File: src/hw/tpu_cmd_pkg.sv
package tpu_cmd_pkg;

    // opcode field and command parameter widths
    localparam int CMD_W   = 8;
    localparam int PARAM_W = 32;

    // kept commands, values shared with the software driver
    typedef enum logic [CMD_W-1:0] {
        TRIGGER_CONV    = 8'd1,
        SW_WRITE_DATA   = 8'd9,
        SW_WRITE_WEIGHT = 8'd10,
        SET_KMN         = 8'd13,
        SW_READ_DATA    = 8'd14
    } opcode_t;

    // SET_KMN parameter 1
    typedef enum logic [1:0] {
        KMN_K = 2'd0,
        KMN_M = 2'd1,
        KMN_N = 2'd2
    } kmn_sel_t;

endpackage

File: src/hw/tpu_data_pkg.sv
package tpu_data_pkg;

    // edge of the MAC array and bank count of each buffer
    localparam int LANES = 4;

    localparam int WORD_W = 32;

    typedef logic [WORD_W-1:0] word_t;

    // one result row, column 0 in the top bits
    typedef logic [LANES*WORD_W-1:0] res_row_t;

endpackage

File: src/hw/tile_if.sv
`timescale 1ns/10ps

interface tile_if #(
    parameter int ADDR_W = 10,
    parameter int TILE_W = 6
);
    typedef logic [ADDR_W-1:0] addr_t;
    typedef logic [TILE_W-1:0] tile_idx_t;

    // strobes from the sequencer
    logic      tile_start;
    logic      k_step;
    logic      tile_advance;
    logic      conv_start;

    // status and addresses from the counter
    logic      k_last;
    logic      conv_done;
    addr_t     rd_addr_a;
    addr_t     rd_addr_b;
    tile_idx_t store_idx;

    modport fsm (
        output tile_start, k_step, tile_advance, conv_start,
        input  k_last, conv_done
    );

    modport cnt (
        input  tile_start, k_step, tile_advance, conv_start,
        output k_last, conv_done, rd_addr_a, rd_addr_b, store_idx
    );

endinterface

File: src/hw/tile_counter.sv
`timescale 1ns/10ps

module tile_counter
    import tpu_cmd_pkg::*;
    import tpu_data_pkg::*;
#(
    parameter int ADDR_W = 10,
    parameter int TILE_W = 6
) (
    input  logic     clk_i,
    input  logic     rst_i,
    tile_if.cnt      tile,
    input  logic     kmn_we_i,
    input  kmn_sel_t kmn_sel_i,
    input  word_t    kmn_val_i
);

    typedef logic [ADDR_W-1:0] addr_t;
    typedef logic [TILE_W-1:0] tile_idx_t;

    addr_t             k_reg, m_reg, n_reg;
    addr_t             k_cnt;
    addr_t             base_a, base_b;
    logic [ADDR_W-3:0] t_r, t_c;
    logic [ADDR_W-3:0] row_last, col_last;
    tile_idx_t         store_idx;

    //##################################################
    // matrix sizes
    //##################################################
    always_ff @(posedge clk_i) begin
        if (rst_i) begin
            k_reg <= '0;
            m_reg <= '0;
            n_reg <= '0;
        end else if (kmn_we_i) begin
            case (kmn_sel_i)
                KMN_K:   k_reg <= kmn_val_i[ADDR_W-1:0];
                KMN_M:   m_reg <= kmn_val_i[ADDR_W-1:0];
                KMN_N:   n_reg <= kmn_val_i[ADDR_W-1:0];
                default: k_reg <= k_reg;
            endcase
        end
    end

    // last tile index in each direction
    assign row_last = m_reg[ADDR_W-1:2] - 1'b1;
    assign col_last = n_reg[ADDR_W-1:2] - 1'b1;

    //##################################################
    // k and tile counters
    //##################################################
    always_ff @(posedge clk_i) begin
        if (rst_i) begin
            k_cnt <= '0;
        end else if (tile.tile_start) begin
            k_cnt <= '0;
        end else if (tile.k_step) begin
            k_cnt <= k_cnt + 1'b1;
        end
    end

    // bases track t_r*K and t_c*K without a multiplier
    always_ff @(posedge clk_i) begin
        if (rst_i || tile.conv_start) begin
            t_r       <= '0;
            t_c       <= '0;
            base_a    <= '0;
            base_b    <= '0;
            store_idx <= '0;
        end else if (tile.tile_advance) begin
            store_idx <= store_idx + 1'b1;
            if (t_r == row_last) begin
                t_r    <= '0;
                base_a <= '0;
                t_c    <= t_c + 1'b1;
                base_b <= base_b + k_reg;
            end else begin
                t_r    <= t_r + 1'b1;
                base_a <= base_a + k_reg;
            end
        end
    end

    assign tile.rd_addr_a = base_a + k_cnt;
    assign tile.rd_addr_b = base_b + k_cnt;
    assign tile.k_last    = k_cnt == k_reg - 1'b1;
    assign tile.conv_done = (t_r == row_last) && (t_c == col_last);
    assign tile.store_idx = store_idx;

endmodule

File: src/flat_wrapper.sv
// flat-port wrapper written by rule: the top's interface ports become plain ports
module tile_counter_flat import tpu_cmd_pkg::*; import tpu_data_pkg::*;
#(
    parameter int ADDR_W = 10,
    parameter int TILE_W = 6
)
  (clk_i, rst_i, kmn_we_i, kmn_sel_i, kmn_val_i, tile_tile_start, tile_k_step, tile_tile_advance, tile_conv_start, tile_k_last, tile_conv_done, tile_rd_addr_a, tile_rd_addr_b, tile_store_idx);
  tile_if #(.ADDR_W(ADDR_W), .TILE_W(TILE_W)) tile_i ();
  input  logic clk_i;
  input  logic rst_i;
  input  logic kmn_we_i;
  input  kmn_sel_t kmn_sel_i;
  input  word_t kmn_val_i;
  input wire logic [$bits(tile_i.tile_start)-1:0] tile_tile_start;
  input wire logic [$bits(tile_i.k_step)-1:0] tile_k_step;
  input wire logic [$bits(tile_i.tile_advance)-1:0] tile_tile_advance;
  input wire logic [$bits(tile_i.conv_start)-1:0] tile_conv_start;
  output wire logic [$bits(tile_i.k_last)-1:0] tile_k_last;
  output wire logic [$bits(tile_i.conv_done)-1:0] tile_conv_done;
  output wire logic [$bits(tile_i.rd_addr_a)-1:0] tile_rd_addr_a;
  output wire logic [$bits(tile_i.rd_addr_b)-1:0] tile_rd_addr_b;
  output wire logic [$bits(tile_i.store_idx)-1:0] tile_store_idx;
  assign tile_i.tile_start = tile_tile_start;
  assign tile_i.k_step = tile_k_step;
  assign tile_i.tile_advance = tile_tile_advance;
  assign tile_i.conv_start = tile_conv_start;
  assign tile_k_last = tile_i.k_last;
  assign tile_conv_done = tile_i.conv_done;
  assign tile_rd_addr_a = tile_i.rd_addr_a;
  assign tile_rd_addr_b = tile_i.rd_addr_b;
  assign tile_store_idx = tile_i.store_idx;
  tile_counter #(.ADDR_W(ADDR_W), .TILE_W(TILE_W)) u_core (.clk_i(clk_i), .rst_i(rst_i), .tile(tile_i), .kmn_we_i(kmn_we_i), .kmn_sel_i(kmn_sel_i), .kmn_val_i(kmn_val_i));
endmodule
File: config.mk
export PLATFORM = sky130hd
export DESIGN_NAME = tile_counter_flat
export DESIGN_NICKNAME = d
export VERILOG_FILES = /design/src/hw/tpu_cmd_pkg.sv /design/src/hw/tpu_data_pkg.sv /design/src/hw/tile_if.sv /design/src/hw/tile_counter.sv /design/src/flat_wrapper.sv
export SDC_FILE = /design/constraint.sdc
export NUM_CORES = 1
export LEC_CHECK = 0
export BUFFER_PORTS_ARGS = -buffer_cell sky130_fd_sc_hd__buf_2
export CELL_PAD_IN_SITES_DETAIL_PLACEMENT = 1
export CELL_PAD_IN_SITES_GLOBAL_PLACEMENT = 2
export CORE_AREA = 3 3 138 140
export CTS_BUF_LIST = sky130_fd_sc_hd__clkbuf_4 sky130_fd_sc_hd__clkbuf_8 sky130_fd_sc_hd__clkbuf_16
export CTS_CLUSTER_DIAMETER = 80
export DETAILED_ROUTE_END_ITERATION = 8
export DIE_AREA = 0 0 141 143
export PLACE_DENSITY_LB_ADDON = 0.1
export RECOVER_POWER = 100
export SYNTH_ARGS = -nofsm -noshare
export SYNTH_HDL_FRONTEND = slang
export SYNTH_SLANG_ARGS = --single-unit
File: constraint.sdc
create_clock -name clk_i -period 2.8 [get_ports clk_i]
set_input_delay 0.14 -clock clk_i [delete_from_list [all_inputs] [get_ports clk_i]]
set_output_delay 0.14 -clock clk_i [all_outputs]
set_load 0.02 [all_outputs]
==> run summary <==
For the number of rows created at floorplan, the log shows 49. Of the total power, the share spent switching nets is 27.0%. The placed instances occupy a cell area of 0.00582 sq mm. The largest fanout of any net on the critical path came out at 4. Summed over all cells, the static leakage comes to 2.63 nW. Entering global routing, the biggest net connects 33 pins.

Filler cell count: 2,134. The first global-routing pass estimated 26,900 um of wire. Clock group share of total power: 47.6%. The logs give 0.747 mW for the reported net switching power and 9 for the number of buffers added by the clock tree synthesis step.

The CTS clock-pin slew for the worst setup and hold paths works out to 0.07 ns. The first routing iteration left 174 violations. At the later pin of the worst-skew pair, clock insertion delay measures 0.35 ns. The run gives 2.02 mW as the design internal power. Measured in cells, the most critical reg-to-reg path has a length of 8. TritonCTS built the clock tree.

The total number of nets in the final design was 764; the Yosys warning count was 0. STA classifies the critical path startpoint as a flip-flop. For this run, the leading register cell type out of synthesis is sky130_fd_sc_hd__dfxtp_1. The longest clock path from root to sink contains 2 buffers. The top cell type by area accounts for 29.4% of the synthesized area. The initial antenna violation count was 0; the number of DRC violations after detailed routing was 0.

The initial utilization of the core area, before any placement, comes to 29.6%. The number of slew-limit violations in the final report was 0; the number of maximum-capacitance constraint violations was 0. The HPWL after detailed placement is 12,500 um. Via count of the first global-routing pass: 4,960.

The run finished with clean final reports. The share of flip-flops with an asynchronous set or reset was 0%; the power density over cell area was 447 mW/mm^2. The classification of the worst-slack hold path is in -> reg. For the data arrival time of the worst path, the log shows 2.50 ns. The worst-margin pin slew was 1.48 ns. The critical path is of the reg -> out type. Mean number of vias per cell: 5.20.

The worst setup path is captured at an output pin. Dividing the detail-routed wire length by the instance count gives 18.3 um. The clock tree skew after final layout was 0.0106 ns. In the synthesized netlist, the number of instances is 626.

The tools report the relative slew slack as 1.18%. The run gives 0.00532 sq mm as the synthesized area. The layout overhead on the synthesized area was 16.6%; the first-pass iteration count of the detailed router was 4.

Average cell area after synthesis: 8.49 sq um. Setup violations remaining at the end of the flow were counted as 0. The run gives 4,734 as the count of vias placed by the detailed router. The most common cell after layout, fill and taps aside is sky130_fd_sc_hd__nor2_1. The run gives 17.0% as the global-route usage over all layers. Of the available clock period, the critical path in the final layout requires 94.3%. For the required time of the critical path, the log shows 2.66 ns.

The total non-filler cell area in the finished layout was 0.00620 sq mm. The largest total area in the synthesized netlist belongs to sky130_fd_sc_hd__dfxtp_1. Die height: 143 um. The worst-case IR drop observed on VDD is 278 uV. The instance count along the most critical hold path was 3. The tools report the number of distinct library cell variants in the gate-level netlist after synthesis as 59. The top cell types in the final layout, fill and taps aside, are sky130_fd_sc_hd__nor2_1 (76), sky130_fd_sc_hd__dfxtp_1 (71), sky130_fd_sc_hd__xnor2_1 (43). The relative contribution of sequential cells to total power is 41.9%, and the total count of hold-check failures in the final report is 0. The clock period could shrink to 2.64 ns.

The tree is rooted in a sky130_fd_sc_hd__clkbuf_16. Total negative slack: 0 ns. In the final layout, the share of cells above drive strength 1 is 13.5%.

The detail route stage leaves a number of antenna-violating nets equal to 0. The repair_antennas step left the layout with diodes totalling 0. The clock tree synthesis step divided the H-tree into 3 levels. The area inside the core boundary was 0.0180 sq mm. The total die area is 0.0202 sq mm, and the global route total overflow is 0. Synthesis inferred 78 register bits. The highest achievable clock rate was 379 MHz; the count of input and output buffers was 46.

The number of synthesized flops with an enable pin is 0. The number of primary I/O pins was 69. The tools report the combinational share of power as 10.5%.

The logs give 78 for the number of sinks on the clock net and 0.828 for the weighted congestion at the end of routability-driven global placement. Yosys attributes the largest share of cell area to sky130_fd_sc_hd__dfxtp_1 (29%), sky130_fd_sc_hd__ha_1 (10%), sky130_fd_sc_hd__xnor2_1 (7.1%), sky130_fd_sc_hd__xor2_1 (5.9%), sky130_fd_sc_hd__nor2_1 (5.4%). Total wirelength of the detailed-routed design: 16,700 um.

Measured along the x axis, the die boundary spans 141 um. Counting every net in the synthesized netlist gives 714. After synthesis, flip-flops and latches occupy 29.4% of the total area.
-- final timing paths --
kind / start / end / slack [ns]
worst min register to register: u_core.t_c[7] / u_core.t_c[7] / 0.50
worst min-delay path: kmn_val_i[1] / u_core.k_reg[1] / 0.05
worst max-delay path: u_core.k_cnt[1] / tile_rd_addr_b[9] / 0.16
worst max register to register: u_core.m_reg[2] / u_core.t_c[3] / 0.26
-- cells by family after synthesis --
group	Yosys count	share of synthesized area [%]
AND/OR/NAND/NOR	209	19.5
buffers and inverters	43	3.41
flip-flops	78	29.4
multiplexers	28	5.30
adder cells (fa/ha/maj)	47	11.6
AO/OA/AOI/OAI	142	17.7
XOR/XNOR	79	13.0
-- through the flow --
stage,std cells,utilization [%],setup slack (ns),hold slack [ns],power [mW]
global route,910,34.5,-0.00452,0.0563,2.90
CTS,908,34.4,0.00202,0.0335,2.83
floorplan,626,-,0.235,0.279,1.38
finish,910,34.5,0.160,0.0485,2.77
detailed placement,891,32.4,0.191,0.407,1.47
global placement,891,32.4,0.273,0.385,1.47
-- routing by layer --
metal  GRT usage [%]  vias up  share of wire, %
met1            23.1     2296                51
met3            2.91       17               2.2
met2            27.7       61                45
met5               0        -                 0
li1                -     2360                 -
met4            5.51        0               1.9
-- cell usage after synthesis, types with 3 or more instances --
library cell	n
sky130_fd_sc_hd__inv_1	21
sky130_fd_sc_hd__nor3_1	16
sky130_fd_sc_hd__o21bai_1	5
sky130_fd_sc_hd__a2111oi_0	5
sky130_fd_sc_hd__xnor2_1	43
sky130_fd_sc_hd__or3_1	9
sky130_fd_sc_hd__a211oi_1	4
sky130_fd_sc_hd__nand4_1	9
sky130_fd_sc_hd__nor2_1	76
sky130_fd_sc_hd__o21ai_0	31
sky130_fd_sc_hd__o311ai_0	5
sky130_fd_sc_hd__mux2i_1	27
sky130_fd_sc_hd__and3_1	8
sky130_fd_sc_hd__ha_1	43
sky130_fd_sc_hd__fa_1	4
sky130_fd_sc_hd__clkbuf_1	13
sky130_fd_sc_hd__a21oi_1	44
sky130_fd_sc_hd__o21a_1	3
sky130_fd_sc_hd__and4_1	3
sky130_fd_sc_hd__nor4_1	4
sky130_fd_sc_hd__a31oi_1	6
sky130_fd_sc_hd__a31o_2	3
sky130_fd_sc_hd__or4_1	3
sky130_fd_sc_hd__a21o_1	4
sky130_fd_sc_hd__xor2_1	36
sky130_fd_sc_hd__a211o_1	3
sky130_fd_sc_hd__or2_2	5
sky130_fd_sc_hd__nor2b_1	5
sky130_fd_sc_hd__dfxtp_1	78
sky130_fd_sc_hd__o41ai_1	3
sky130_fd_sc_hd__o211ai_1	6
sky130_fd_sc_hd__nand3_1	18
sky130_fd_sc_hd__nand3b_1	5
sky130_fd_sc_hd__a22o_1	7
sky130_fd_sc_hd__nand2_1	38
-- final cells by class --
type | count | area (sq um) | area share, %
Inverter | 22 | 82.6 | 1.33
Multi-Input combinational cell | 505 | 3630 | 58.6
Sequential cell | 78 | 1570 | 25.3
Clock buffer | 9 | 225 | 3.63
Tap cell | 229 | 287 | 4.62
Clock inverter | 7 | 97.6 | 1.57
Timing Repair Buffer | 60 | 302 | 4.87
-- power by group through the flow --
stage / registers [mW] / clock network [mW] / logic (mW)
global route: 1.16 / 1.41 / 0.325
detailed placement: 1.18 / 0 / 0.290
finish: 1.16 / 1.32 / 0.292
global placement: 1.18 / 0 / 0.282
floorplan: 1.17 / 0 / 0.206
CTS: 1.16 / 1.37 / 0.297
-- worst max-delay path: stages, from the launching register on --
cell,delay [ns]
sky130_fd_sc_hd__dfxtp_2,0.35
sky130_fd_sc_hd__ha_1,0.28
sky130_fd_sc_hd__a21o_1,0.17
sky130_fd_sc_hd__a21oi_1,0.22
sky130_fd_sc_hd__o21bai_1,0.14
sky130_fd_sc_hd__a2111oi_2,0.44
sky130_fd_sc_hd__nor2_1,0.14
sky130_fd_sc_hd__a211oi_2,0.21
sky130_fd_sc_hd__buf_2,0.20
-- timing repair --
| action | 4_1_cts | 5_1_grt |
|---|---|---|
| pin swaps | 2 | 2 |
| endpoints found under the setup margin | 6 | 8 |
| resized for setup | 7 | 14 |
| hold buffers | 0 | 0 |
| buffers inserted | 1 | 2 |
Note: power is estimated with default switching activity, not from simulation.
