File: src/hw/tpu_cmd_pkg.sv
package tpu_cmd_pkg;

    // opcode field and command parameter widths
    localparam int CMD_W   = 8;
    localparam int PARAM_W = 32;

    // kept commands, values shared with the software driver
    typedef enum logic [CMD_W-1:0] {
        TRIGGER_CONV    = 8'd1,
        SW_WRITE_DATA   = 8'd9,
        SW_WRITE_WEIGHT = 8'd10,
        SET_KMN         = 8'd13,
        SW_READ_DATA    = 8'd14
    } opcode_t;

    // SET_KMN parameter 1
    typedef enum logic [1:0] {
        KMN_K = 2'd0,
        KMN_M = 2'd1,
        KMN_N = 2'd2
    } kmn_sel_t;

endpackage

File: src/hw/tpu_data_pkg.sv
package tpu_data_pkg;

    // edge of the MAC array and bank count of each buffer
    localparam int LANES = 4;

    localparam int WORD_W = 32;

    typedef logic [WORD_W-1:0] word_t;

    // one result row, column 0 in the top bits
    typedef logic [LANES*WORD_W-1:0] res_row_t;

endpackage

File: src/hw/tile_if.sv
`timescale 1ns/10ps

interface tile_if #(
    parameter int ADDR_W = 10,
    parameter int TILE_W = 6
);
    typedef logic [ADDR_W-1:0] addr_t;
    typedef logic [TILE_W-1:0] tile_idx_t;

    // strobes from the sequencer
    logic      tile_start;
    logic      k_step;
    logic      tile_advance;
    logic      conv_start;

    // status and addresses from the counter
    logic      k_last;
    logic      conv_done;
    addr_t     rd_addr_a;
    addr_t     rd_addr_b;
    tile_idx_t store_idx;

    modport fsm (
        output tile_start, k_step, tile_advance, conv_start,
        input  k_last, conv_done
    );

    modport cnt (
        input  tile_start, k_step, tile_advance, conv_start,
        output k_last, conv_done, rd_addr_a, rd_addr_b, store_idx
    );

endinterface

File: src/hw/tpu_ctrl_fsm.sv
`timescale 1ns/10ps

module tpu_ctrl_fsm
    import tpu_cmd_pkg::*;
    import tpu_data_pkg::*;
#(
    parameter int ADDR_W = 10,
    parameter int TILE_W = 6
) (
    input  logic                clk_i,
    input  logic                rst_i,
    input  logic                cmd_valid_i,
    input  opcode_t             cmd_i,
    input  word_t               param_1_i,
    input  word_t               param_2_i,
    tile_if.fsm                 tile,
    output logic                a_we_o,
    output logic                b_we_o,
    output logic                kmn_we_o,
    output logic [1:0]          wr_bank_o,
    output logic [ADDR_W-1:0]   wr_addr_o,
    output word_t               wr_data_o,
    output logic                acc_clear_o,
    output logic                acc_en_o,
    output logic                store_o,
    output logic                rd_req_o,
    output logic [3:0]          rd_elem_o,
    output logic [TILE_W-1:0]   rd_tile_o,
    output logic                tpu_busy_o,
    output logic                ret_valid_o
);

    typedef enum logic [2:0] {
        IDLE, TILE_START, ACCUM, DRAIN, STORE, RD_ADDR, RD_DATA, RD_OUT
    } state_t;

    state_t state, state_nxt;
    logic   accept;

    // commands only count while nothing is running
    assign accept = cmd_valid_i && !tpu_busy_o;

    //##################################################
    // state register and next state
    //##################################################
    always_ff @(posedge clk_i) begin
        if (rst_i) begin
            state <= IDLE;
        end else begin
            state <= state_nxt;
        end
    end

    always_comb begin
        state_nxt = state;
        case (state)
            IDLE: begin
                if (accept && cmd_i == TRIGGER_CONV) begin
                    state_nxt = TILE_START;
                end else if (accept && cmd_i == SW_READ_DATA) begin
                    state_nxt = RD_ADDR;
                end
            end
            TILE_START: state_nxt = ACCUM;
            ACCUM:      state_nxt = tile.k_last ? DRAIN : ACCUM;
            // last product still in flight
            DRAIN:      state_nxt = STORE;
            STORE:      state_nxt = tile.conv_done ? IDLE : TILE_START;
            RD_ADDR:    state_nxt = RD_DATA;
            RD_DATA:    state_nxt = RD_OUT;
            RD_OUT:     state_nxt = IDLE;
            default:    state_nxt = IDLE;
        endcase
    end

    //##################################################
    // software writes and readout target
    //##################################################
    always_ff @(posedge clk_i) begin
        if (rst_i) begin
            a_we_o   <= 1'b0;
            b_we_o   <= 1'b0;
            kmn_we_o <= 1'b0;
        end else begin
            a_we_o   <= accept && cmd_i == SW_WRITE_DATA;
            b_we_o   <= accept && cmd_i == SW_WRITE_WEIGHT;
            kmn_we_o <= accept && cmd_i == SET_KMN;
        end
    end

    // bank field doubles as the K/M/N select
    always_ff @(posedge clk_i) begin
        if (accept && cmd_i == SET_KMN) begin
            wr_bank_o <= param_1_i[1:0];
            wr_data_o <= param_2_i;
        end else if (accept) begin
            wr_bank_o <= param_2_i[1:0];
            wr_addr_o <= param_2_i[ADDR_W+1:2];
            wr_data_o <= param_1_i;
        end
        if (accept && cmd_i == SW_READ_DATA) begin
            rd_elem_o <= param_1_i[3:0];
            rd_tile_o <= param_2_i[TILE_W-1:0];
        end
    end

    //##################################################
    // sequencing strobes
    //##################################################
    assign tile.conv_start   = accept && cmd_i == TRIGGER_CONV;
    assign tile.tile_start   = state == TILE_START;
    assign tile.k_step       = state == ACCUM;
    assign tile.tile_advance = state == STORE;

    assign acc_clear_o = state == TILE_START;
    assign acc_en_o    = state == ACCUM;
    assign store_o     = state == STORE;
    assign rd_req_o    = state == RD_DATA;

    // pulse lines up with the result buffer output stage
    always_ff @(posedge clk_i) begin
        if (rst_i) begin
            ret_valid_o <= 1'b0;
        end else begin
            ret_valid_o <= state == RD_OUT;
        end
    end

    assign tpu_busy_o = (state != IDLE) || ret_valid_o;

endmodule

File: src/flat_wrapper.sv
// flat-port wrapper written by rule: the top's interface ports become plain ports
module tpu_ctrl_fsm_flat import tpu_cmd_pkg::*; import tpu_data_pkg::*;
#(
    parameter int ADDR_W = 10,
    parameter int TILE_W = 6
)
  (clk_i, rst_i, cmd_valid_i, cmd_i, param_1_i, param_2_i, a_we_o, b_we_o, kmn_we_o, wr_bank_o, wr_addr_o, wr_data_o, acc_clear_o, acc_en_o, store_o, rd_req_o, rd_elem_o, rd_tile_o, tpu_busy_o, ret_valid_o, tile_tile_start, tile_k_step, tile_tile_advance, tile_conv_start, tile_k_last, tile_conv_done);
  tile_if #(.ADDR_W(ADDR_W), .TILE_W(TILE_W)) tile_i ();
  input  logic clk_i;
  input  logic rst_i;
  input  logic cmd_valid_i;
  input  opcode_t cmd_i;
  input  word_t param_1_i;
  input  word_t param_2_i;
  output logic a_we_o;
  output logic b_we_o;
  output logic kmn_we_o;
  output logic [1:0] wr_bank_o;
  output logic [ADDR_W-1:0] wr_addr_o;
  output word_t wr_data_o;
  output logic acc_clear_o;
  output logic acc_en_o;
  output logic store_o;
  output logic rd_req_o;
  output logic [3:0] rd_elem_o;
  output logic [TILE_W-1:0] rd_tile_o;
  output logic tpu_busy_o;
  output logic ret_valid_o;
  output wire logic [$bits(tile_i.tile_start)-1:0] tile_tile_start;
  output wire logic [$bits(tile_i.k_step)-1:0] tile_k_step;
  output wire logic [$bits(tile_i.tile_advance)-1:0] tile_tile_advance;
  output wire logic [$bits(tile_i.conv_start)-1:0] tile_conv_start;
  input wire logic [$bits(tile_i.k_last)-1:0] tile_k_last;
  input wire logic [$bits(tile_i.conv_done)-1:0] tile_conv_done;
  assign tile_tile_start = tile_i.tile_start;
  assign tile_k_step = tile_i.k_step;
  assign tile_tile_advance = tile_i.tile_advance;
  assign tile_conv_start = tile_i.conv_start;
  assign tile_i.k_last = tile_k_last;
  assign tile_i.conv_done = tile_conv_done;
  tpu_ctrl_fsm #(.ADDR_W(ADDR_W), .TILE_W(TILE_W)) u_core (.clk_i(clk_i), .rst_i(rst_i), .cmd_valid_i(cmd_valid_i), .cmd_i(cmd_i), .param_1_i(param_1_i), .param_2_i(param_2_i), .tile(tile_i), .a_we_o(a_we_o), .b_we_o(b_we_o), .kmn_we_o(kmn_we_o), .wr_bank_o(wr_bank_o), .wr_addr_o(wr_addr_o), .wr_data_o(wr_data_o), .acc_clear_o(acc_clear_o), .acc_en_o(acc_en_o), .store_o(store_o), .rd_req_o(rd_req_o), .rd_elem_o(rd_elem_o), .rd_tile_o(rd_tile_o), .tpu_busy_o(tpu_busy_o), .ret_valid_o(ret_valid_o));
endmodule
File: config.mk
export PLATFORM = sky130hd
export DESIGN_NAME = tpu_ctrl_fsm_flat
export DESIGN_NICKNAME = d
export VERILOG_FILES = /design/src/hw/tpu_cmd_pkg.sv /design/src/hw/tpu_data_pkg.sv /design/src/hw/tile_if.sv /design/src/hw/tpu_ctrl_fsm.sv /design/src/flat_wrapper.sv
export SDC_FILE = /design/constraint.sdc
export NUM_CORES = 1
export LEC_CHECK = 0
export ABC_AREA = 1
export BUFFER_PORTS_ARGS = -buffer_cell sky130_fd_sc_hd__clkbuf_2
export CAP_MARGIN = 40
export CELL_PAD_IN_SITES_DETAIL_PLACEMENT = 1
export CELL_PAD_IN_SITES_GLOBAL_PLACEMENT = 2
export CORE_MARGIN = 1
export CORE_UTILIZATION = 26
export DETAILED_ROUTE_END_ITERATION = 8
export PLACE_DENSITY = 0.87
export REMOVE_ABC_BUFFERS = 1
export SLEW_MARGIN = 20
export SYNTH_ARGS = -nofsm -noshare
export SYNTH_HDL_FRONTEND = slang
export SYNTH_SLANG_ARGS = --single-unit
File: constraint.sdc
create_clock -name clk_i -period 2.21 [get_ports clk_i]
set_input_delay 0.3315 -clock clk_i [delete_from_list [all_inputs] [get_ports clk_i]]
set_output_delay 0.3315 -clock clk_i [all_outputs]
set_load 0.1 [all_outputs]
==> summary.md, run 1 <==
| Metric | Value |
|---|---|
| Port-buffer cells | between 100 and 150 |
| Setup TNS | 0 ps |
| Worst-margin pin slew | about 570 ps |
| Die ar. | about 11000 um^2 |
| Vias in the first global route | between 2000 and 2500 |
| WL met3 | about 460 um |
| Num rows | 36 |
| Setup WS pre-CTS | 169 ps |
| Violation count after the first detailed-route iteration | 73 |
| Max incr delay on CP | 360 ps |
| Status | finished clean |
| CP arrival | roughly 1700 ps |
| Yosys reg bits | 61 |
| Initial antenna violation count | 0 |
| Kind of critical path | reg -> out |
| Total GRT Usage | between 10% and 20% |
| CTS Sinks | between 60 and 70 |
| Worst setup EP type | primary output |
| WL/cell | 14.0 um |
| Mapped cell area | about 2700 um^2 |
| Final setup vio count | 0 |
| Clk slew on worst S/H paths | 70 ps |
| Top Layer Used | met4 |
| P per Cell Area | between 1500 and 2000 nW/um^2 |
| Starting Density | ~27% |
| First-pass DRT Iterations | 4 |
| Final Hold Vio Count | 0 |
| CTS root buf | clkbuf_8 |
| Cells after synthesis | 239 |
| Clock Tree Buf Depth | 2 |
| RSZ-0062 raised after global routing | no |
| Pins over their slew limit | 0 |
| Worst endpoint required time | 1880 ps |
| Total CTS buffers | 9 |
| Antenna cells | 0 |
| Hpwl dp | about 5.2 mm |
| Post-synthesis sequential area ratio | between 60% and 70% |
| Tot Pwr | approximately 5.7 mW |
| Distinct cell type count after synthesis | 21 |
| Pleak | approximately 1.8 nW |
| H-Tree Depth | 3 |
| RD Place Congestion | roughly 0.77 |
| Routed wire length | ~7.3 mm |
| Worst R2R Setup Slack | 370 ps |
| Core area | between 9000 and 10000 um^2 |
| Vias/cell | ~4.2 |
| Maximum VDD drop | between 0.0006 and 0.0007 V |
| Startpoint types | flip-flop |
| Boundary pin count | around 140 |
| Crit path max-delay cell type | dfxtp_1 |
| Via count | roughly 2200 |
| Grt ovf | 0 |
| Pin count of the biggest net entering global routing | 37 |
| # Post-CTS Setup Buffers | 0 |
| Clk_skew | about 8.7 ps |
| Max Clock Freq | 0.488 GHz |
| Met1 Wirelength | ~3 mm |
| Worst hold path class | in -> reg |
| Synth Warn # | 0 |
| DIE HEIGHT | ~100 um |
| Relative slew slack | 62.1% |
| Fin util | 37.7% |
| Area Overhead vs Synth | 39.7% |
| ANT nets after route | 0 |
| Share of layout cells above drive strength 1 | between 40 and 50% |
| Critical Path Fanout Max | 18 |
| Final worst slack | roughly 160 ps |
| Met2 WL post-DR | about 3.7 mm |
| Max Cap Viol | 0 |
| CP top delay family | simple AND/OR/NAND/NOR gates |
| Final Cycle Share | slightly above 90% |
| Fin nets | ~460 |
| First-pass GRT wire length | between 10 and 15 mm |
| Residual DRC | 0 |
| Die Span X | a little over 100 um |
| Clk_lat worst skew | about 340 ps |
| Post-route minimum period | a little over 2000 ps |
| Buf/Inv on CP | 3 |
| Ordered list of cells on the worst path | nor2_4 -> nand3_4 -> nor2_8 -> buf_16 -> nand2_1 -> inv_1 -> buf_12 |
| CTS tree | built |
| Mapped Avg Cell Area | roughly 11 um^2 |
through the flow:
step                instance area (um^2)  instances  hold slack, ps
global route                        3700        524             165
CTS                                 3680        523             170
finish                              3700        524             188
global placement                    3470        505             525
detailed placement                  3480        506             529
floorplan                           2530        225             403
path summary, 6_finish.rpt:
kind	startpoint	end	cells after the start
worst max-delay path	u_core.state[0]	tile_conv_start	7
worst min-delay path	param_2_i[11]	u_core.wr_addr_o[9]	1
worst min register to register	u_core.state[2]	u_core.ret_valid_o	2
worst max register to register	u_core.state[0]	u_core.wr_data_o[22]	7
synth_stat cells:
library cell	n	area (um^2)
a21oi_1	2	10.0
buf_2	2	10.0
buf_4	6	45.0
buf_6	6	67.6
clkinv_2	1	5.00
dfxtp_1	7	140
edfxtp_1	54	1620
inv_1	13	48.8
inv_2	1	3.75
nand2_1	78	293
nand2_2	2	12.5
nand3_1	37	185
nand3_2	1	10.0
nand3_4	2	35.0
nand4_1	1	6.26
nor2_1	15	56.3
nor2_2	2	12.5
nor2_4	2	22.5
nor2_8	2	40.0
nor3_1	3	15.0
o21ai_0	2	10.0
state kept, by name, indices dropped and copies added, names as in the netlist:
register,count
u_core.wr_data_o,32
u_core.wr_addr_o,10
u_core.rd_tile_o,6
u_core.rd_elem_o,4
u_core.state,3
u_core.wr_bank_o,2
u_core.a_we_o,1
u_core.b_we_o,1
u_core.kmn_we_o,1
u_core.ret_valid_o,1
cell families (layout without fill, tap and decap cells):
logic type | after synthesis | in the layout | share of synthesized area [%]
AO/OA/AOI/OAI | 4 | 4 | 0.755
buffers and inverters | 29 | 181 | 6.80
flip-flops | 61 | 61 | 66.5
AND/OR/NAND/NOR | 145 | 145 | 26.0
power by group:
group	leakage (nW)	internal (mW)	switching [mW]
Clock	0.0809	0.393	0.426
Sequential	0.568	1.59	0.101
Combinational	1.13	0.507	2.67
Total	1.78	2.49	3.20
per-layer routing:
layer | up-vias | global-route usage (%)
met3 | 13 | 3.86
met2 | 86 | 24.5
met4 | 0 | 6.61
met1 | 1027 | 16.0
met5 | - | 0
li1 | 1097 | -
placed cells by master, fill, tap and decap left out, drive strengths merged:
| cell type | instances |
|---|---|
| clkbuf | 153 |
| nand2 | 80 |
| edfxtp | 54 |
| nand3 | 40 |
| nor2 | 21 |
| inv | 14 |
| dfxtp | 7 |
| clkinv | 6 |
| buf | 6 |
| nor3 | 3 |
| o21ai | 2 |
| a21oi | 2 |
| nand4 | 1 |
| clkinvlp | 1 |
| bufbuf | 1 |
cell type report:
cell class              count  area [um^2]
clock buffers              10          128
clock inverters             6         30.0
fillers                  1183         6120
inverters                  15         57.6
multi-input cells         149          713
flip-flops and latches     61         1760
well taps                 133          166
repair buffers            150          846
worst register-to-register path, cell delays in order, from the launching register on:
cell and delay [ps]:
dfxtp_1 360, nor2_4 170, nand3_4 110, nor2_8 160
buf_16 190, nand3_4 350, nand2_1 200, nand2_1 80
timing repair:
| item | 4_1_cts | 5_1_grt |
|---|---|---|
| setup endpoints to repair | 1 | 1 |
| hold buffers | 0 | 0 |
| cloned | 1 | 1 |
| gates resized for setup | 1 | 0 |
Note: power is estimated with default switching activity, not from simulation.
==> run 2: changes to the inputs <==
Settings changed: CORE_UTILIZATION 26 to 28, PLACE_DENSITY 0.87 to 0.93.
Clock period 2.21 ns to 2.5 ns, I/O delays scaled along.
==> run 2 against run 1 <==
Compared with the run above:
- die area fell by 7.0%
- via count rose by 0.58%
- non-clock buffer count fell by 2
- clock-buffer cell count rose by 3
- critical path depth did not move
- sequential cell count did not move
- clock skew rose by 2.6 ps
- power fell by 15%
- global-route usage fell by 0.19 points
- largest power group unchanged
- highest routed layer unchanged
==> summary.md, run 2 (synthesis results as in run 1) <==
| Metric | Value |
|---|---|
| Antenna cells | 0 (unchanged) |
| Kind of critical path | reg -> out |
| Clock Tree Buf Depth | 2 (unchanged) |
| Fin nets | 461 (-0.43%) |
| Worst R2R Setup Slack | 590 ps (+220 ps) |
| Setup TNS | 0 ps (unchanged) |
| First-pass DRT Iterations | 4 (unchanged) |
| Worst setup EP type | primary output |
| Critical Path Fanout Max | 21 (+3) |
| Routed wire length | 6.77 mm (-7.4%) |
| Largest register FFs | 32 (unchanged) |
| ANT nets after route | 0 (unchanged) |
| Cts hold-fix bufs | 0 (unchanged) |
| CP arrival | 1760 ps (+40 ps) |
| Via count | 2236 (+0.58%) |
| RSZ-0062 raised after global routing | no |
| Core area | 9200 um^2 (-6.3%) |
| Worst hold path class | in -> reg |
| Clock power share | 15.2% (+0.8 points) |
| Tot Pwr | 4.87 mW (-15%) |
| Pins over their slew limit | 0 (unchanged) |
| Pleak | 1.75 nW (-1.9%) |
| Most frequent cells in the layout | clkbuf_2, nand2_1, edfxtp_1, nand3_1, nor2_1 |
| Status | finished clean |
| Total GRT Usage | 13.9% (-0.19 points) |
| Relative slew slack | 62.2% (+0.069 points) |
| Clk_skew | 11.3 ps (+2.60 ps) |
| Initial antenna violation count | 0 (unchanged) |
| Sw frac | 56.6% (+0.34 points) |
| RD Place Congestion | 0.732 (-4.5%) |
| Commonest non-fill, non-tap cell in the layout | clkbuf_2 |
| Total CTS buffers | 9 (unchanged) |
| DIE HEIGHT | 99.3 um (-3.6%) |
| Reg with most FFs | u_core.wr_data_o |
| Residual DRC | 0 (unchanged) |
| Clk_lat worst skew | 320 ps (-20 ps) |
| Maximum VDD drop | 0.000400 V (-40%) |
| First-pass GRT wire length | 10.5 mm (-4.0%) |
| CTS tree | built |
| Hpwl dp | 5.20 mm (about the same) |
| Share of layout cells above drive strength 1 | 44.7% (-0.54 points) |
| WL/cell | 13.5 um (-3.0%) |
| Max Clock Freq | 0.468 GHz |
| Vias in the first global route | 2158 (-4.0%) |
| Sw Pwr | 2.75 mW (-14%) |
| Final Cycle Share | between 80% and 90% |
| Post-route minimum period | ~2100 ps |
| Grt ovf | 0 (unchanged) |
| CTS resizes | 0 (-1) |
| Max incr delay on CP | 350 ps (about the same) |
| Starting Density | 28.8% (+1.8 points) |
| Worst endpoint required time | 2120 ps (+240 ps) |
| Clk slew on worst S/H paths | 70 ps (about the same) |
| Port-buffer cells | 143 (unchanged) |
| Final setup vio count | 0 (unchanged) |
| CTS root buf | clkbuf_8 |
| P per Cell Area | 1350 nW/um^2 (-12%) |
| Die ar. | 9860 um^2 (-7.0%) |
| Max Cap Viol | 0 (unchanged) |
| Ordered list of cells on the worst path | nor2_4 -> nand3_4 -> nor2_8 -> buf_4 -> nand2_1 -> inv_1 -> buf_12 |
| Pin count of the biggest net entering global routing | 53 (+43%) |
| Top flop regs | u_core.wr_data_o: 32 flops, u_core.wr_addr_o: 10 flops, u_core.rd_tile_o: 6 flops |
| Violation count after the first detailed-route iteration | 62 (-15%) |
| Area Overhead vs Synth | 35.9% |
| Vias/cell | 4.47 (+5.4%) |
| Die Span X | 99.3 um (-3.6%) |
| Num rows | 35 (-2.8%) |
| P_int | 2.11 mW (-15%) |
| Crit path max-delay cell type | dfxtp_1 |
| H-Tree Depth | 3 (unchanged) |
| Startpoint types | flip-flop |
| # Post-CTS Setup Buffers | 0 (unchanged) |
| Share of power burned in registers | 30.8% (+1.0 points) |
| Worst-margin pin slew | 570 ps (-1.03 ps) |
| CTS Sinks | 61 (unchanged) |
| Final Hold Vio Count | 0 (unchanged) |
| Comb power frac | 54.1% (-1.8 points) |
| Boundary pin count | 144 (unchanged) |
==> run 2: cell types whose count changed in the layout (fill, tap and decap cells not counted), sizes merged <==
cell and delta:
clkbuf +2, clkinvlp -1, clkinv -2, bufbuf -1
==> run 2: power groups by stage <==
stage	clock (mW)	sequential, mW	combinational (mW)
3_3_place_gp	0	1.51	2.61
4_1_cts	0.766	1.50	2.66
2_1_floorplan	0	2.89	0.816
3_5_place_dp	0	1.52	2.65
5_1_grt	0.809	1.52	2.73
6_report	0.739	1.50	2.63
==> run 2: through the flow <==
step                      instances  utilization [%]  instance area, um^2  setup slack, ps  hold slack, ps
after floorplan                 225                -                 2530            -2300             447
after global placement          483             37.3                 3430              587             568
after detailed placement        484             37.4                 3440              564             577
after CTS                       500             39.2                 3600              330             224
after global routing            500             39.2                 3600              225             219
final                           500             39.2                 3600              364             243
==> run 2: layout make-up <==
class                           count  area (um^2)
Fill cell                        1107         5590
Sequential cell                    61         1760
Timing Repair Buffer              148          768
Multi-Input combinational cell    149          713
Clock buffer                       13          149
Tap cell                          111          139
Inverter                           15         57.6
Clock inverter                      3         13.8
==> run 2: critical path, delay by kind of cell (launching register included) <==
family	cells	cell delay, ps
flip-flops	1	350
AND/OR/NAND/NOR	4	520
buffers and inverters	3	570
==> run 2: worst paths after layout <==
kind | cells after the start | from | endpoint
worst max-delay path | 7 | u_core.state[0] | tile_conv_start
worst min-delay path | 1 | param_2_i[8] | u_core.wr_addr_o[6]
worst max register to register | 5 | u_core.state[0] | u_core.wr_data_o[16]
worst min register to register | 2 | u_core.state[2] | u_core.ret_valid_o
==> run 2: metal layers <==
layer | up-vias | global-route usage [%] | wire length, um | share of wire, %
met4 | 0 | 5.77 | 105 | 1.6
met1 | 1060 | 14.6 | 2680 | 40
li1 | 1086 | - | - | -
met3 | 8 | 4.50 | 455 | 6.7
met2 | 82 | 25.5 | 3530 | 52
met5 | - | 0 | 0 | 0
==> run 3: changes to the inputs <==
Settings changed: CORE_ASPECT_RATIO set to 0.5.
==> run 3 against run 2 <==
Compared with the run above:
- routed wire length up 16%
- setup slack gained 99 ps
- register-to-register slack improved by 120 ps
- die area grew 0.24%
- clock skew decreased by 4.2 ps
- via count up 0.94%
==> summary.md, run 3 (synthesis results as in run 1) <==
| Metric | Value |
|---|---|
| Status | finished clean |
| Worst R2R Path Depth | 6 (+1) |
| Via count | 2257 (+0.94%) |
| Routed wire length | 7.82 mm (+16%) |
| FILL cells | 1061 (-4.2%) |
| Clock Tree Buf Depth | 2 (unchanged) |
| Pleak | 1.80 nW (+3.0%) |
| Met2 WL post-DR | 4.38 mm (+24%) |
| Final Hold Vio Count | 0 (unchanged) |
| Fin nets | 461 (unchanged) |
| CP top delay family | simple AND/OR/NAND/NOR gates |
| Post-route minimum period | 2040 ps (-98.9 ps) |
| Fin Hold WS | 246 ps (+3.44 ps) |
| RD Place Congestion | 0.759 (+3.7%) |
| Port-buffer cells | 143 (unchanged) |
| Worst-margin pin slew | 573 ps (+3.31 ps) |
| Most frequent cells in the layout | clkbuf_2, nand2_1, edfxtp_1, nand3_1, nor2_1 |
| Vias/cell | 4.46 (-0.26%) |
| Max Cap Viol | 0 (unchanged) |
| Area Overhead vs Synth | 41.2% |
| Cts hold-fix bufs | 0 (unchanged) |
| Top Layer Used | met4 |
| Buf/Inv on CP | 2 (-1) |
| Max Clock Freq | 0.491 GHz (+4.9%) |
| P per Cell Area | 1440 nW/um^2 (+6.6%) |
| H-Tree Depth | 3 (unchanged) |
| Top flop regs | u_core.wr_data_o: 32 flops, u_core.wr_addr_o: 10 flops, u_core.rd_tile_o: 6 flops |
| Largest register FFs | 32 (unchanged) |
| Clk_lat worst skew | 320 ps (about the same) |
| Final Cycle Share | 81.5% (-4.0 points) |
| CTS root buf | clkbuf_16 |
| Violation count after the first detailed-route iteration | 113 (+82%) |
| Levels on crit path | 6 (-1) |
| Hold path cells | 1 (unchanged) |
| Antenna cells | 0 (unchanged) |
| Max incr delay on CP | 350 ps (about the same) |
| Num rows | 24 (-31%) |
| Kind of critical path | reg -> out |
| Ordered list of cells on the worst path | nor2_4 -> nand3_4 -> nor2_8 -> nand2_1 -> inv_1 -> buf_12 |
| Clk_skew | 7.13 ps (-4.16 ps) |
| First-pass GRT wire length | 12.1 mm (+16%) |
| Initial antenna violation count | 0 (unchanged) |
| Die ar. | 9880 um^2 (+0.24%) |
| # Post-CTS Setup Buffers | 0 (unchanged) |
| ANT nets after route | 0 (unchanged) |
| Met1 Wirelength | 2.91 mm (+8.9%) |
| CTS Sinks | 61 (unchanged) |
| Starting Density | 29.6% (+0.80 points) |
| Critical Path Fanout Max | 12 (-43%) |
| WL/cell | 15.5 um (+14%) |
| DIE HEIGHT | 70.8 um (-29%) |
| WL met3 | 305 um (-33%) |
| Hpwl dp | 5.92 mm (+14%) |
| Reg with most FFs | u_core.wr_data_o |
| Die Span X | 140 um (+41%) |
| Worst hold path class | in -> reg |
| Commonest non-fill, non-tap cell in the layout | clkbuf_2 |
| Final setup vio count | 0 (unchanged) |
| Grt ovf | 0 (unchanged) |
| First-pass DRT Iterations | 5 (+1) |
| Relative slew slack | 62.0% (-0.22 points) |
| Total GRT Usage | 16.3% (+2.4 points) |
| Pins over their slew limit | 0 (unchanged) |
| Share of layout cells above drive strength 1 | 45.5% (+0.77 points) |
| RSZ-0062 raised after global routing | no |
| CP arrival | 1660 ps (-100 ps) |
| Boundary pin count | 144 (unchanged) |
| Pin count of the biggest net entering global routing | 40 (-25%) |
| Worst setup EP type | primary output |
| Worst endpoint required time | 2120 ps (about the same) |
| Core area | 8950 um^2 (-2.7%) |
| Crit path max-delay cell type | dfxtp_1 |
| Clk slew on worst S/H paths | 60 ps (about the same) |
| CTS resizes | 0 (unchanged) |
| Total CTS buffers | 9 (unchanged) |
| Vias in the first global route | 2360 (+9.4%) |
| Residual DRC | 0 (unchanged) |
| CTS tree | built |
| Setup TNS | 0 ps (unchanged) |
| Maximum VDD drop | 0.000507 V (+27%) |
| Startpoint types | flip-flop |
## run 3: changes by cell type in the layout (fill, tap and decap cells not counted), sizes merged
cell,before,now
clkinvlp,0,3
clkinv,4,3
bufinv,0,1
clkbuf,155,151
inv,14,15
## run 3: layout make-up
class | instances | area, um^2 | area share (%)
clock buffers | 9 | 225 | 6.02
clock inverters | 7 | 75.1 | 2.01
inverters | 15 | 57.6 | 1.54
multi-input cells | 149 | 708 | 18.9
flip-flops and latches | 61 | 1760 | 47.1
well taps | 117 | 146 | 3.91
repair buffers | 148 | 768 | 20.5
## run 3: report_power, final
group          total (mW)  switching (mW)  internal (mW)  leakage [nW]
Combinational        2.66            2.34          0.322          1.10
Clock                1.23           0.461          0.774         0.138
Sequential           1.50          0.0867           1.41         0.568
Total                5.39            2.88           2.51          1.80
## run 3: path summary, 6_finish.rpt
kind / start / end / slack [ps]
worst max-delay path: u_core.state[0] / tile_conv_start / 460
worst min-delay path: param_1_i[3] / u_core.rd_elem_o[3] / 250
worst max register to register: u_core.state[0] / u_core.wr_data_o[25] / 710
worst min register to register: u_core.state[2] / u_core.ret_valid_o / 590
## run 3: routing by layer
| layer | up-vias | global-route usage [%] |
|---|---|---|
| li1 | 1092 | - |
| met1 | 1093 | 16.5 |
| met3 | 18 | 4.60 |
| met4 | 0 | 7.57 |
| met5 | - | 0 |
| met2 | 54 | 31.7 |
## run 3: metrics by stage
step	total power, mW	area [um^2]	utilization [%]	instances	worst slack [ps]
final	5.39	3740	41.8	506	463
after global routing	5.56	3740	41.8	506	351
after CTS	5.42	3730	41.7	505	450
after detailed placement	4.18	3430	38.4	489	507
after global placement	4.15	3430	38.4	489	591
after floorplan	3.70	2530	-	225	-2300
